## src/uart_pkg.sv

```systemverilog
// ==========================================================================
// uart_pkg
// UART side definitions: line format types, divisor width, FIFO sizing
// and the engine state encodings.
// ==========================================================================
`default_nettype none

package uart_pkg;

	typedef logic [7:0] baud_div_t;   // one bit lasts div + 1 clocks
	typedef logic [7:0] uart_byte_t;
	typedef logic [8:0] rx_word_t;    // parity error on top, byte below

	localparam int RX_PERR_BIT = 8;

	localparam int FIFO_ADDR_BITS = 4;
	localparam int FIFO_DEPTH = 1 << FIFO_ADDR_BITS;

	typedef logic [FIFO_ADDR_BITS:0] fifo_level_t;   // extra wrap bit

	localparam logic IDLE_LEVEL = 1'b1;   // idle and stop level

	typedef enum logic [2:0] {
		TX_IDLE,
		TX_START,
		TX_DATA,
		TX_PARITY,
		TX_STOP
	} tx_state_t;

	typedef enum logic [2:0] {
		RX_IDLE,
		RX_START,
		RX_DATA,
		RX_PARITY,
		RX_STOP
	} rx_state_t;

endpackage

`default_nettype wire

```

## src/wb_pkg.sv

```systemverilog
// ==========================================================================
// wb_pkg
// Wishbone side definitions: bus widths, register map and bit positions.
// ==========================================================================
`default_nettype none

package wb_pkg;

	typedef logic [2:0] wb_adr_t;
	typedef logic [7:0] wb_dat_t;

	localparam wb_adr_t REG_DATA   = 3'd0;   // write pushes tx, read pops rx
	localparam wb_adr_t REG_CTRL   = 3'd1;
	localparam wb_adr_t REG_DIV    = 3'd2;
	localparam wb_adr_t REG_STATUS = 3'd3;   // read only
	localparam wb_adr_t REG_IE     = 3'd4;

	localparam int CTRL_PAR_EN = 0;
	localparam int CTRL_SIZE8  = 1;
	localparam int CTRL_STOP2  = 2;
	localparam int CTRL_ODD    = 3;
	localparam int CTRL_CLR    = 4;   // self clearing

	localparam int STAT_TX_FULL  = 0;
	localparam int STAT_RX_EXIST = 1;
	localparam int STAT_PAR_ERR  = 2;
	localparam int STAT_TX_IDLE  = 3;

	localparam int IE_TX = 0;
	localparam int IE_RX = 1;

endpackage

`default_nettype wire

```

## src/uart_cfg_if.sv

```systemverilog
// ==========================================================================
// uart_cfg_if
// Line configuration from the register decoder to the UART engines.
// ==========================================================================
`default_nettype none

interface uart_cfg_if
	import uart_pkg::*;
	();

	baud_div_t div;
	logic parity_en;
	logic size8;   // 0 = 7 bit data
	logic stop2;
	logic odd;
	logic clr;     // one cycle FIFO clear

	modport ctrl (output div, parity_en, size8, stop2, odd, clr);
	modport engine (input div, parity_en, size8, stop2, odd, clr);

endinterface

`default_nettype wire

```

## src/uart_fifo.sv

```systemverilog
// ==========================================================================
// uart_fifo
// 16 word synchronous FIFO, head word readable without a clock.
// Push when full and pop when empty are ignored.
// ==========================================================================
`default_nettype none

module uart_fifo
	import uart_pkg::*;
(
	input  wire       clk,
	input  wire       rst,
	input  logic      push,
	input  logic      pop,
	input  logic      clr,
	input  rx_word_t  din,
	output rx_word_t  dout,
	output logic      full,
	output logic      empty
);

	rx_word_t mem [FIFO_DEPTH];
	fifo_level_t wr_ptr;
	fifo_level_t rd_ptr;
	fifo_level_t level;

	assign level = wr_ptr - rd_ptr;
	assign empty = (wr_ptr == rd_ptr);
	assign full = level[FIFO_ADDR_BITS];   // 16 words stored
	assign dout = mem[rd_ptr[FIFO_ADDR_BITS-1:0]];

	always_ff @(posedge clk or negedge rst) begin
		if (!rst) begin
			wr_ptr <= '0;
			rd_ptr <= '0;
		end else if (clr) begin
			wr_ptr <= '0;
			rd_ptr <= '0;
		end else begin
			if (push && !full)
				wr_ptr <= wr_ptr + 1'b1;
			if (pop && !empty)
				rd_ptr <= rd_ptr + 1'b1;
		end
	end

	always_ff @(posedge clk) begin
		if (push && !full && !clr)
			mem[wr_ptr[FIFO_ADDR_BITS-1:0]] <= din;
	end

endmodule

`default_nettype wire

```

## src/uart_readback.sv

```systemverilog
// ==========================================================================
// uart_readback
// Register read mux with registered read data, and the irq combine.
// ==========================================================================
`default_nettype none

module uart_readback
	import uart_pkg::*;
	import wb_pkg::*;
(
	input  wire         clk,
	input  wire         rst,
	input  wb_adr_t     rd_adr,
	uart_cfg_if.engine  cfg,
	input  logic        ie_tx,
	input  logic        ie_rx,
	input  logic        tx_full,
	input  logic        tx_idle,
	input  logic        rx_exist,
	input  rx_word_t    rx_head,
	output wb_dat_t     wb_dat_r,
	output logic        irq
);

	wb_dat_t rd_mux;

	assign irq = (ie_tx & ~tx_full) | (ie_rx & rx_exist);

	always_comb begin
		rd_mux = '0;
		case (rd_adr)
			REG_DATA: rd_mux = rx_head[7:0];
			REG_CTRL: begin
				rd_mux[CTRL_PAR_EN] = cfg.parity_en;
				rd_mux[CTRL_SIZE8] = cfg.size8;
				rd_mux[CTRL_STOP2] = cfg.stop2;
				rd_mux[CTRL_ODD] = cfg.odd;
			end
			REG_DIV: rd_mux = cfg.div;
			REG_STATUS: begin
				rd_mux[STAT_TX_FULL] = tx_full;
				rd_mux[STAT_RX_EXIST] = rx_exist;
				rd_mux[STAT_PAR_ERR] = rx_exist & rx_head[RX_PERR_BIT];
				rd_mux[STAT_TX_IDLE] = tx_idle;
			end
			REG_IE: begin
				rd_mux[IE_TX] = ie_tx;
				rd_mux[IE_RX] = ie_rx;
			end
			default: rd_mux = '0;   // unmapped
		endcase
	end

	always_ff @(posedge clk or negedge rst) begin
		if (!rst)
			wb_dat_r <= '0;
		else
			wb_dat_r <= rd_mux;   // valid in the ack cycle
	end

endmodule

`default_nettype wire

```

## src/uart_reg_decode.sv

```systemverilog
// ==========================================================================
// uart_reg_decode
// Wishbone classic slave: single cycle ack, CTRL/DIV/IE registers and
// the push, pop and clear strobes issued in the ack cycle.
// ==========================================================================
`default_nettype none

module uart_reg_decode
	import uart_pkg::*;
	import wb_pkg::*;
(
	input  wire         clk,
	input  wire         rst,
	input  logic        wb_cyc,
	input  logic        wb_stb,
	input  logic        wb_we,
	input  wb_adr_t     wb_adr,
	input  wb_dat_t     wb_dat_w,
	output logic        wb_ack,
	uart_cfg_if.ctrl    cfg,
	output logic        ie_tx,
	output logic        ie_rx,
	output logic        tx_push,
	output uart_byte_t  tx_byte,
	output logic        rx_pop,
	output wb_adr_t     rd_adr
);

	logic req;
	logic wr_req;

	assign req = wb_cyc & wb_stb & ~wb_ack;   // new request, not yet acked
	assign wr_req = req & wb_we;
	assign rd_adr = wb_adr;   // readback samples in the request cycle

	always_ff @(posedge clk or negedge rst) begin
		if (!rst) begin
			wb_ack <= 1'b0;
			tx_push <= 1'b0;
			rx_pop <= 1'b0;
			cfg.clr <= 1'b0;
			cfg.div <= '0;
			cfg.parity_en <= 1'b0;
			cfg.size8 <= 1'b0;
			cfg.stop2 <= 1'b0;
			cfg.odd <= 1'b0;
			ie_tx <= 1'b0;
			ie_rx <= 1'b0;
		end else begin
			wb_ack <= req;
			tx_push <= wr_req && (wb_adr == REG_DATA);
			rx_pop <= req && !wb_we && (wb_adr == REG_DATA);
			cfg.clr <= wr_req && (wb_adr == REG_CTRL) && wb_dat_w[CTRL_CLR];
			if (wr_req) begin
				case (wb_adr)
					REG_CTRL: begin
						cfg.parity_en <= wb_dat_w[CTRL_PAR_EN];
						cfg.size8 <= wb_dat_w[CTRL_SIZE8];
						cfg.stop2 <= wb_dat_w[CTRL_STOP2];
						cfg.odd <= wb_dat_w[CTRL_ODD];
					end
					REG_DIV: cfg.div <= wb_dat_w;
					REG_IE: begin
						ie_tx <= wb_dat_w[IE_TX];
						ie_rx <= wb_dat_w[IE_RX];
					end
					default: ;   // data and status have no register here
				endcase
			end
		end
	end

	// payload for the tx FIFO
	always_ff @(posedge clk) begin
		if (wr_req)
			tx_byte <= wb_dat_w;
	end

endmodule

`default_nettype wire

```

## src/uart_rx_engine.sv

```systemverilog
// ==========================================================================
// uart_rx_engine
// Receiver: line synchronizer, mid-bit sampling, parity and stop check.
// Words land in the RX FIFO with their parity error flag.
// ==========================================================================
`default_nettype none

module uart_rx_engine
	import uart_pkg::*;
(
	input  wire         clk,
	input  wire         rst,
	uart_cfg_if.engine  cfg,
	input  logic        uart_rx,
	input  logic        rx_pop,
	output logic        rx_exist,
	output rx_word_t    rx_head
);

	rx_state_t state;
	baud_div_t cnt;
	uart_byte_t shreg;
	uart_byte_t rx_byte;
	logic [2:0] sync;
	logic [2:0] bit_cnt;
	logic [2:0] last_bit;
	logic sample;
	logic par;
	logic perr;
	logic stop_cnt;
	logic push;
	logic fifo_empty;

	assign sample = sync[1];
	assign last_bit = cfg.size8 ? 3'd7 : 3'd6;
	assign rx_exist = !fifo_empty;
	// 7 bit frames sit one place high in the shifter
	assign rx_byte = cfg.size8 ? shreg : {1'b0, shreg[7:1]};
	assign push = (state == RX_STOP) && (cnt == '0) && (sample == IDLE_LEVEL)
		&& (!cfg.stop2 || stop_cnt);

	always_ff @(posedge clk or negedge rst) begin
		if (!rst) begin
			sync <= {3{IDLE_LEVEL}};
			state <= RX_IDLE;
			cnt <= '0;
			bit_cnt <= '0;
			par <= 1'b0;
			perr <= 1'b0;
			stop_cnt <= 1'b0;
		end else begin
			sync <= {sync[1:0], uart_rx};
			if (state == RX_IDLE) begin
				if (sync[2:1] == 2'b10) begin   // falling edge
					cnt <= cfg.div >> 1;
					state <= RX_START;
				end
			end else if (cnt != '0) begin
				cnt <= cnt - 1'b1;
			end else begin
				cnt <= cfg.div;
				case (state)
					RX_START: begin
						if (sample == IDLE_LEVEL) begin
							state <= RX_IDLE;   // glitch, not a start bit
						end else begin
							bit_cnt <= '0;
							par <= 1'b0;
							perr <= 1'b0;
							stop_cnt <= 1'b0;
							state <= RX_DATA;
						end
					end
					RX_DATA: begin
						par <= par ^ sample;
						if (bit_cnt == last_bit)
							state <= cfg.parity_en ? RX_PARITY : RX_STOP;
						else
							bit_cnt <= bit_cnt + 1'b1;
					end
					RX_PARITY: begin
						perr <= par ^ sample ^ cfg.odd;
						state <= RX_STOP;
					end
					RX_STOP: begin
						if (sample != IDLE_LEVEL)
							state <= RX_IDLE;   // framing error, drop frame
						else if (cfg.stop2 && !stop_cnt)
							stop_cnt <= 1'b1;
						else
							state <= RX_IDLE;
					end
					default: state <= RX_IDLE;
				endcase
			end
		end
	end

	always_ff @(posedge clk) begin
		if (state == RX_DATA && cnt == '0)
			shreg <= {sample, shreg[7:1]};   // LSB first
	end

	uart_fifo u_rx_fifo (
		.clk   (clk),
		.rst   (rst),
		.push  (push),
		.pop   (rx_pop),
		.clr   (cfg.clr),
		.din   ({perr, rx_byte}),
		.dout  (rx_head),
		.full  (),
		.empty (fifo_empty)
	);

endmodule

`default_nettype wire

```

## src/uart_tx_engine.sv

```systemverilog
// ==========================================================================
// uart_tx_engine
// Transmit FIFO and serializer: start bit, 7 or 8 data bits LSB first,
// optional parity, one or two stop bits.
// ==========================================================================
`default_nettype none

module uart_tx_engine
	import uart_pkg::*;
(
	input  wire         clk,
	input  wire         rst,
	uart_cfg_if.engine  cfg,
	input  logic        tx_push,
	input  uart_byte_t  tx_byte,
	output logic        tx_full,
	output logic        tx_idle,
	output logic        uart_tx
);

	tx_state_t state;
	baud_div_t cnt;
	uart_byte_t shreg;
	rx_word_t tx_word;
	logic [2:0] bit_cnt;
	logic [2:0] last_bit;
	logic par;
	logic stop_cnt;
	logic fifo_empty;
	logic pop;

	assign tx_idle = (state == TX_IDLE);
	assign pop = tx_idle && !fifo_empty;
	assign last_bit = cfg.size8 ? 3'd7 : 3'd6;

	always_ff @(posedge clk or negedge rst) begin
		if (!rst) begin
			state <= TX_IDLE;
			uart_tx <= IDLE_LEVEL;
			cnt <= '0;
			bit_cnt <= '0;
			par <= 1'b0;
			stop_cnt <= 1'b0;
		end else if (state == TX_IDLE) begin
			if (pop) begin
				uart_tx <= ~IDLE_LEVEL;   // start bit
				cnt <= cfg.div;
				par <= 1'b0;
				state <= TX_START;
			end
		end else if (cnt != '0) begin
			cnt <= cnt - 1'b1;
		end else begin
			cnt <= cfg.div;
			case (state)
				TX_START: begin
					uart_tx <= shreg[0];
					bit_cnt <= '0;
					state <= TX_DATA;
				end
				TX_DATA: begin
					par <= par ^ shreg[0];
					if (bit_cnt == last_bit) begin
						stop_cnt <= cfg.stop2;
						if (cfg.parity_en) begin
							uart_tx <= par ^ shreg[0] ^ cfg.odd;
							state <= TX_PARITY;
						end else begin
							uart_tx <= IDLE_LEVEL;
							state <= TX_STOP;
						end
					end else begin
						uart_tx <= shreg[1];
						bit_cnt <= bit_cnt + 1'b1;
					end
				end
				TX_PARITY: begin
					uart_tx <= IDLE_LEVEL;
					state <= TX_STOP;
				end
				TX_STOP: begin
					if (stop_cnt)
						stop_cnt <= 1'b0;   // second stop bit
					else
						state <= TX_IDLE;
				end
				default: state <= TX_IDLE;
			endcase
		end
	end

	// data shifter, loaded on pop
	always_ff @(posedge clk) begin
		if (pop)
			shreg <= tx_word[7:0];
		else if (state == TX_DATA && cnt == '0)
			shreg <= shreg >> 1;
	end

	uart_fifo u_tx_fifo (
		.clk   (clk),
		.rst   (rst),
		.push  (tx_push),
		.pop   (pop),
		.clr   (cfg.clr),
		.din   ({1'b0, tx_byte}),
		.dout  (tx_word),
		.full  (tx_full),
		.empty (fifo_empty)
	);

endmodule

`default_nettype wire

```

## src/uart_wb_top.sv

```systemverilog
// ==========================================================================
// uart_wb_top
// UART peripheral with a Wishbone classic slave port and one irq line.
// ==========================================================================
`default_nettype none

module uart_wb_top
	import uart_pkg::*;
	import wb_pkg::*;
(
	input  wire      clk,
	input  wire      rst,
	input  logic     wb_cyc,
	input  logic     wb_stb,
	input  logic     wb_we,
	input  wb_adr_t  wb_adr,
	input  wb_dat_t  wb_dat_w,
	output wb_dat_t  wb_dat_r,
	output logic     wb_ack,
	input  logic     uart_rx,
	output logic     uart_tx,
	output logic     irq
);

	uart_cfg_if cfg ();

	logic ie_tx;
	logic ie_rx;
	logic tx_push;
	uart_byte_t tx_byte;
	logic rx_pop;
	wb_adr_t rd_adr;
	logic tx_full;
	logic tx_idle;
	logic rx_exist;
	rx_word_t rx_head;

	uart_reg_decode u_decode (
		.clk      (clk),
		.rst      (rst),
		.wb_cyc   (wb_cyc),
		.wb_stb   (wb_stb),
		.wb_we    (wb_we),
		.wb_adr   (wb_adr),
		.wb_dat_w (wb_dat_w),
		.wb_ack   (wb_ack),
		.cfg      (cfg.ctrl),
		.ie_tx    (ie_tx),
		.ie_rx    (ie_rx),
		.tx_push  (tx_push),
		.tx_byte  (tx_byte),
		.rx_pop   (rx_pop),
		.rd_adr   (rd_adr)
	);

	uart_tx_engine u_tx (
		.clk     (clk),
		.rst     (rst),
		.cfg     (cfg.engine),
		.tx_push (tx_push),
		.tx_byte (tx_byte),
		.tx_full (tx_full),
		.tx_idle (tx_idle),
		.uart_tx (uart_tx)
	);

	uart_rx_engine u_rx (
		.clk      (clk),
		.rst      (rst),
		.cfg      (cfg.engine),
		.uart_rx  (uart_rx),
		.rx_pop   (rx_pop),
		.rx_exist (rx_exist),
		.rx_head  (rx_head)
	);

	uart_readback u_readback (
		.clk      (clk),
		.rst      (rst),
		.rd_adr   (rd_adr),
		.cfg      (cfg.engine),
		.ie_tx    (ie_tx),
		.ie_rx    (ie_rx),
		.tx_full  (tx_full),
		.tx_idle  (tx_idle),
		.rx_exist (rx_exist),
		.rx_head  (rx_head),
		.wb_dat_r (wb_dat_r),
		.irq      (irq)
	);

endmodule

`default_nettype wire

```

## config.mk

```make
export PLATFORM = sky130hd
export DESIGN_NAME = uart_wb_top
export DESIGN_NICKNAME = d
export VERILOG_FILES = /design/src/uart_pkg.sv /design/src/wb_pkg.sv /design/src/uart_cfg_if.sv /design/src/uart_fifo.sv /design/src/uart_readback.sv /design/src/uart_reg_decode.sv /design/src/uart_rx_engine.sv /design/src/uart_tx_engine.sv /design/src/uart_wb_top.sv
export SDC_FILE = /design/constraint.sdc
export NUM_CORES = 1
export LEC_CHECK = 0
export CAP_MARGIN = 30
export CORE_ASPECT_RATIO = 1.2
export CORE_MARGIN = 2
export CORE_UTILIZATION = 40
export CTS_CLUSTER_SIZE = 10
export DETAILED_ROUTE_END_ITERATION = 16
export DONT_BUFFER_PORTS = 1
export PLACE_DENSITY = 0.61
export RECOVER_POWER = 25
export SYNTH_ARGS = -nofsm -noshare
export SYNTH_HDL_FRONTEND = slang
export SYNTH_SLANG_ARGS = --single-unit
```

## constraint.sdc

```tcl
create_clock -name clk -period 3.3 [get_ports clk]
set_input_delay 0.66 -clock clk [delete_from_list [all_inputs] [get_ports clk]]
set_output_delay 0.66 -clock clk [all_outputs]
set_load 0.05 [all_outputs]
```

After elaboration in Yosys (flattened, before gate mapping)
Memories as Yosys holds them, arrays and structs flattened.
Cells that the tools add are included.
Storage, ports and cells
  bits in registers: 107
  RAM bits: 272
  input bits: 17
  output and inout port bits: 11
  logic and storage cells: 213
  memories: 2
Memory list
  u_rx.u_rx_fifo.mem: words 16, bits a word 9, rd ports 1, clocked after Yosys merged registers in 0, write ports 1, line uart_fifo.sv:22  | rx_word_t mem [FIFO_DEPTH];
  u_tx.u_tx_fifo.mem: words 16, bits a word 8, rd ports 1, clocked after Yosys merged registers in 0, write ports 1, line uart_fifo.sv:22
Operators by class
  add/subtract/negate cells: 10
  eq/ne operators: 31
  muxes and demuxes: 62
  bitwise logic cells: 17
  reductions and logical operators: 59
Operator list (count)
  two-way mux 8 bit: 9
  two-way mux 3 bit: 15
  two-way mux 5 bit: 8
  one-hot mux 3 bit (4 select lines): 2
  AND reduction 4 bit: 6
  nonzero test 2 bit: 11
  adder 5 x 1 -> 5 bit, second input constant: 4
  equality test 3 x 2 -> 1 bit, second input constant: 6
  logical AND 1 bit: 18
  two-way mux 1 bit: 17
  zero test 8 bit: 2
  nonzero test 8 bit: 2
  subtractor 8 x 1 -> 8 bit, second input constant: 2
  != test 2 bit, second input constant: 6
  one-hot mux 3 bit (2 select lines): 2
  equality test 5 bit: 2
  one-hot mux 2 bit (5 select lines): 1
  subtractor 5 bit: 2
  equality test 3 x 1 -> 1 bit, second input constant: 3
  equality test 3 bit, second input constant: 3
  zero test 3 bit: 3
  zero test 1 bit: 8
  != test 2 x 1 -> 1 bit, second input constant: 4
  one-hot mux 1 bit (2 select lines): 4
  20 further kinds: 39

Longest topological paths before layout
  depth after elaboration: 8
  depth in mapped cells: 12
  gate-level depth less buffers: 8

Modules after synthesis
From an unflattened synthesis, not the netlist that was laid out.
Unflattened totals
  cells, all modules: 1123
  area, all modules: 17179.0 um^2
Modules (own cells, without submodules)
  uart_fifo (u_rx.u_rx_fifo): times used 1, cells each 349, area an instance 6283.5 um^2, sequential area each 4574.4 um^2
  uart_fifo (u_tx.u_tx_fifo): times used 1, cells each 349, area an instance 6278.5 um^2, sequential area each 4574.4 um^2
  uart_rx_engine: times used 1, cells each 168, area an instance 1654.1 um^2, sequential area each 744.5 um^2
  uart_tx_engine: times used 1, cells each 158, area an instance 1514.0 um^2, sequential area each 666.9 um^2
  uart_reg_decode: times used 1, cells each 58, area an instance 1002.2 um^2, sequential area each 690.7 um^2
  uart_readback: times used 1, cells each 41, area an instance 446.7 um^2, sequential area each 200.2 um^2

Worst setup path before layout
No wires, ideal clock.
  kind: register to register
  start point: reg u_tx.u_tx_fifo.rd_ptr[1]
  end point: mem u_tx.u_tx_fifo.mem[2][0] in the netlist's numbering, enable pin
  setup time: 0.395 ns
  data arrival time: 3.261 ns
  data required time: 2.905 ns
  path slack: -0.356 ns
  stages on the path, launching flop included: 13
  buffers on the path: 4
  period minus slack after synthesis: 3.656 ns
  cells stage by stage: dfrtp_1 -> clkbuf_1 -> clkbuf_1 -> inv_1 -> ha_1 -> nor2b_1 -> o21a_1 -> o21ai_0 -> nand2b_1 -> clkbuf_1 -> mux2i_1 -> clkbuf_1 -> nor4_1
On the way
  longest elaborated chain between the ends: 6
Ends and longest elaborated chain
  start: declaration: line uart_fifo.sv:24  | fifo_level_t rd_ptr;
  start signal: assignment: line uart_fifo.sv:43  | rd_ptr <= rd_ptr + 1'b1;
  subtractor 5 bit: line uart_fifo.sv:27  | assign level = wr_ptr - rd_ptr;
  zero test 1 bit: line uart_fifo.sv:48  | if (push && !full && !clr)
  logical AND 1 bit (2 in a row): line uart_fifo.sv:48
  two-way mux 1 bit: line uart_fifo.sv:48
  two-way mux 1 bit (implied by the code): line uart_fifo.sv:49  | mem[wr_ptr[FIFO_ADDR_BITS-1:0]] <= din;
  end: declaration: line uart_fifo.sv:22
Every way passes these cells.

Worst setup path after layout
  start point: reg u_tx.u_tx_fifo.wr_ptr[1]
  end point: out irq
On the way
  longest elaborated chain between the ends: 4
Ends and longest elaborated chain
  start: declaration: line uart_fifo.sv:23  | fifo_level_t wr_ptr;
  start signal: assignment: line uart_fifo.sv:41  | wr_ptr <= wr_ptr + 1'b1;
  subtractor 5 bit: line uart_fifo.sv:27
  NOT 1 bit: line uart_readback.sv:27  | assign irq = (ie_tx & ~tx_full) | (ie_rx & rx_exist);
  AND 1 bit: line uart_readback.sv:27
  OR 1 bit: line uart_readback.sv:27
  end: declaration: line uart_wb_top.sv:22  | output logic irq
Every way passes these cells.

==> impl_metrics.tcl <==
set metrics [dict create \
    synth_flop_cell "edfxtp_1" \
    tightest_slew_ns 2.172 \
    synth_warnings 0 \
    violations "max-capacitance violations, max-slew violations" \
    grt_pass1_wl_microns 55670 \
    critical_path_arrival_ns 2.50 \
    ys_types 60 \
    htreeDepth 2 \
    port-buffer-count 0 \
    crit_slowest_cell "dfrtp_1" \
    cp-end-kind "primary output" \
    vias_per_cell 5.473 \
    rsz0062_at_grt "false" \
    clock_latency_ns 0.55 \
    drt-total-wl_microns 35960 \
    tritoncts "done" \
    finClkSkew_ns 0.03895 \
    nets 1092 \
    cap_violations 1 \
    power.total_w 0.01278 \
    startpoint_type "flop" \
    power_frac_comb_pct 19.5 \
    drive_above_1_share_pct 24.65 \
    p_switching_w 0.003524 \
    vias 8823 \
    fin_cells 1612 \
    synth_top_area_share_pct 55.04 \
    async_flop_share_pct 21.90 \
    grt_usage_pct 17.46 \
    fmax_ghz 0.3162 \
    avgSynthCellArea_sq_um 16.33 \
    crit_family "compound AO/OA/AOI/OAI gates" \
    drv_slew 84 \
    finalHoldViolations 0 \
    yosys-top-cells-area "edfxtp_1 (55%), dfrtp_1 (12%), mux4_2 (11%)" \
    drtAntennaViolNets 0 \
    dr.pass1.iters 5 \
    syn_inst 989 \
    antenna_cells 0 \
    status "finished with violations" \
    switching_share_pct 27.57 \
    slowest_delay_ns 0.44 \
    fillCellCount 3499 \
    syn-num-nets 1030 \
    globalRoute.totalOverflow 0 \
    die_h_microns 224.1 \
    critPathBufInv 1 \
    p_per_area_nw_per_um2 689.8 \
    grt_antenna_before_repair 2 \
    boundaryPins 28 \
    leakagePower_nw 6.426 \
    path_max_fanout 6 \
    cts_buffer_depth 3 \
    placedCellCount 1536 \
    max-slew-margin-rel_pct -44.79 \
    final-setup-viol-count 0 \
    rows 80 \
    drtIter0Drc 737 \
    die-area_sq_um 42010 \
    start_util_pct 40.54 \
    seqPwrFrac_pct 45.7 \
    path_cells "ha_1 -> nor2b_1 -> o21a_1 -> o21ai_1 -> nand2b_2 -> xnor2_2 -> a22o_2 -> buf_12" \
    post_dp_cell_area_sq_um 17200 \
    synthesis.area_sq_um 16150 \
    grt_pass1_vias 9003 \
    peakVddDrop_mv 0.4226 \
    coreArea_sq_um 39840 \
    layout_common_cells "edfxtp_1 (296), mux4_2 (82), dfrtp_1 (77), nor2_1 (65), nand2_1 (63)" \
    p_int_w 0.009259 \
    grt_max_degree 84 \
    path_clk_slew_ns 0.05 \
    cts_buffers 44 \
    place.gp.congestion 0.8032 \
    wl_per_cell_microns 22.31 \
    clock-sinks 379 \
    cts_root_buf "clkbuf_16" \
    route.detailed.drc 0 \
    synth-seq-cells 379 \
    die_w_microns 187.4 \
    clkPwrFrac_pct 34.8 \
    synth_largest_area_cell "edfxtp_1" \
    min_path_type "in -> reg" \
    fin_crit_sh_pct 95.83 \
    crit_required_ns 2.64 \
    critPathKind "reg -> out" \
    synth-seq-area-share_pct 67.93 \
    areaGrowthSynthToFinish_pct 14.74 \
    final_common_cell "edfxtp_1" \
    min_period_ns 3.162 \
    synth_edf_count 296 \
    place.detailed.hpwl_microns 24120 \
    final_cell_area_sq_um 18530 \
]
## cell type report
cell class | count | area (sq um) | area share, %
clock buffers | 72 | 1259 | 6.792
repair buffers | 63 | 484.2 | 2.613
flip-flops and latches | 379 | 10970 | 59.21
multi-input cells | 543 | 5027 | 27.13
inverters | 20 | 75.07 | 0.4051
well taps | 533 | 666.9 | 3.599
clock inverters | 2 | 46.29 | 0.2498
## worst paths after layout
check,endpoint,from,slack [ns],cells past startpoint
min reg2reg,u_rx.sync[1],u_rx.sync[0],0.36,0
min in group asynchronous,u_rx.perr,rst,0.75,1
min,u_rx.sync[0],uart_rx,0.11,0
max,irq,u_tx.u_tx_fifo.wr_ptr[1],0.14,8
max in group asynchronous,u_tx.u_tx_fifo.rd_ptr[0],rst,1.07,1
max reg2reg,u_rx.u_rx_fifo.mem[0][7],u_rx.cnt[2],0.35,7
## cells in the mapped netlist, types with 8 or more instances
| cell | count |
|---|---|
| nor3b_1 | 10 |
| edfxtp_1 | 296 |
| nor2_1 | 65 |
| and3_1 | 8 |
| ha_1 | 24 |
| xnor2_1 | 17 |
| nor2b_1 | 10 |
| o21ai_0 | 38 |
| nand2_1 | 63 |
| clkbuf_1 | 34 |
| nand3_1 | 27 |
| nand4_1 | 10 |
| mux4_2 | 82 |
| nand2b_1 | 13 |
| dfrtp_1 | 79 |
| inv_1 | 19 |
| nor3_1 | 21 |
| mux2_2 | 36 |
| a21oi_1 | 26 |
| mux2i_1 | 10 |
## power by group through the flow
| stage | logic (W) | clock network, W | registers (W) |
|---|---|---|---|
| floorplan | 0.00194 | 0 | 0.00576 |
| global placement | 0.00244 | 0 | 0.00592 |
| detailed placement | 0.00246 | 0 | 0.00593 |
| CTS | 0.00253 | 0.00454 | 0.00584 |
| global route | 0.00275 | 0.00473 | 0.00589 |
| finish | 0.00249 | 0.00445 | 0.00584 |
## logic make-up after synthesis
| group | count (synthesis) | share of synthesized area [%] |
|---|---|---|
| buffers and inverters | 67 | 1.650 |
| AO/OA/AOI/OAI | 101 | 3.827 |
| flip-flops | 379 | 67.93 |
| AND/OR/NAND/NOR | 264 | 8.437 |
| adder cells (fa/ha/maj) | 24 | 1.859 |
| multiplexers | 131 | 15.05 |
| XOR/XNOR | 23 | 1.247 |
## flip-flops by register name, indices dropped and copies added (netlist names), 3 cells and up
register,flops
u_tx.bit_cnt,3
u_rx.sync,3
u_tx.u_tx_fifo.rd_ptr,5
u_rx.state,3
u_tx.shreg,8
u_rx.u_rx_fifo.mem,144
u_rx.cnt,8
u_tx.state,3
u_rx.shreg,8
u_rx.u_rx_fifo.rd_ptr,5
u_tx.u_tx_fifo.wr_ptr,5
u_readback.wb_dat_r,8
u_rx.bit_cnt,3
u_decode.tx_byte,8
u_rx.u_rx_fifo.wr_ptr,5
u_tx.cnt,8
u_decode.cfg.div,8
u_tx.u_tx_fifo.mem,128
## per-layer routing
metal  GRT usage, %  wire length (microns)
met1          23.08                  15240
met2          29.24                  17900
met3          3.462                   1923
met4          5.512                    884
met5              0                     11
## through the flow
step	setup slack (ns)	TNS (ns)	util, %	hold WS (ns)
6_report	0.1376	0	46.52	0.1063
5_1_grt	0.02070	0	46.52	0.08685
4_1_cts	0.02149	0	46.57	0.03044
3_5_place_dp	0.3544	0	43.18	0.3473
3_3_place_gp	0.2234	0	43.14	0.3527
2_1_floorplan	-0.2496	-20.70	-	0.3452
## timing repair
item,in CTS,in global routing
gates resized for setup,2,2
pin swaps,0,0
hold endpoints to repair,83,0
setup endpoints to repair,1,1
setup buffers,1,0
hold buffers,1,0
Note: power is estimated with default switching activity, not from simulation.
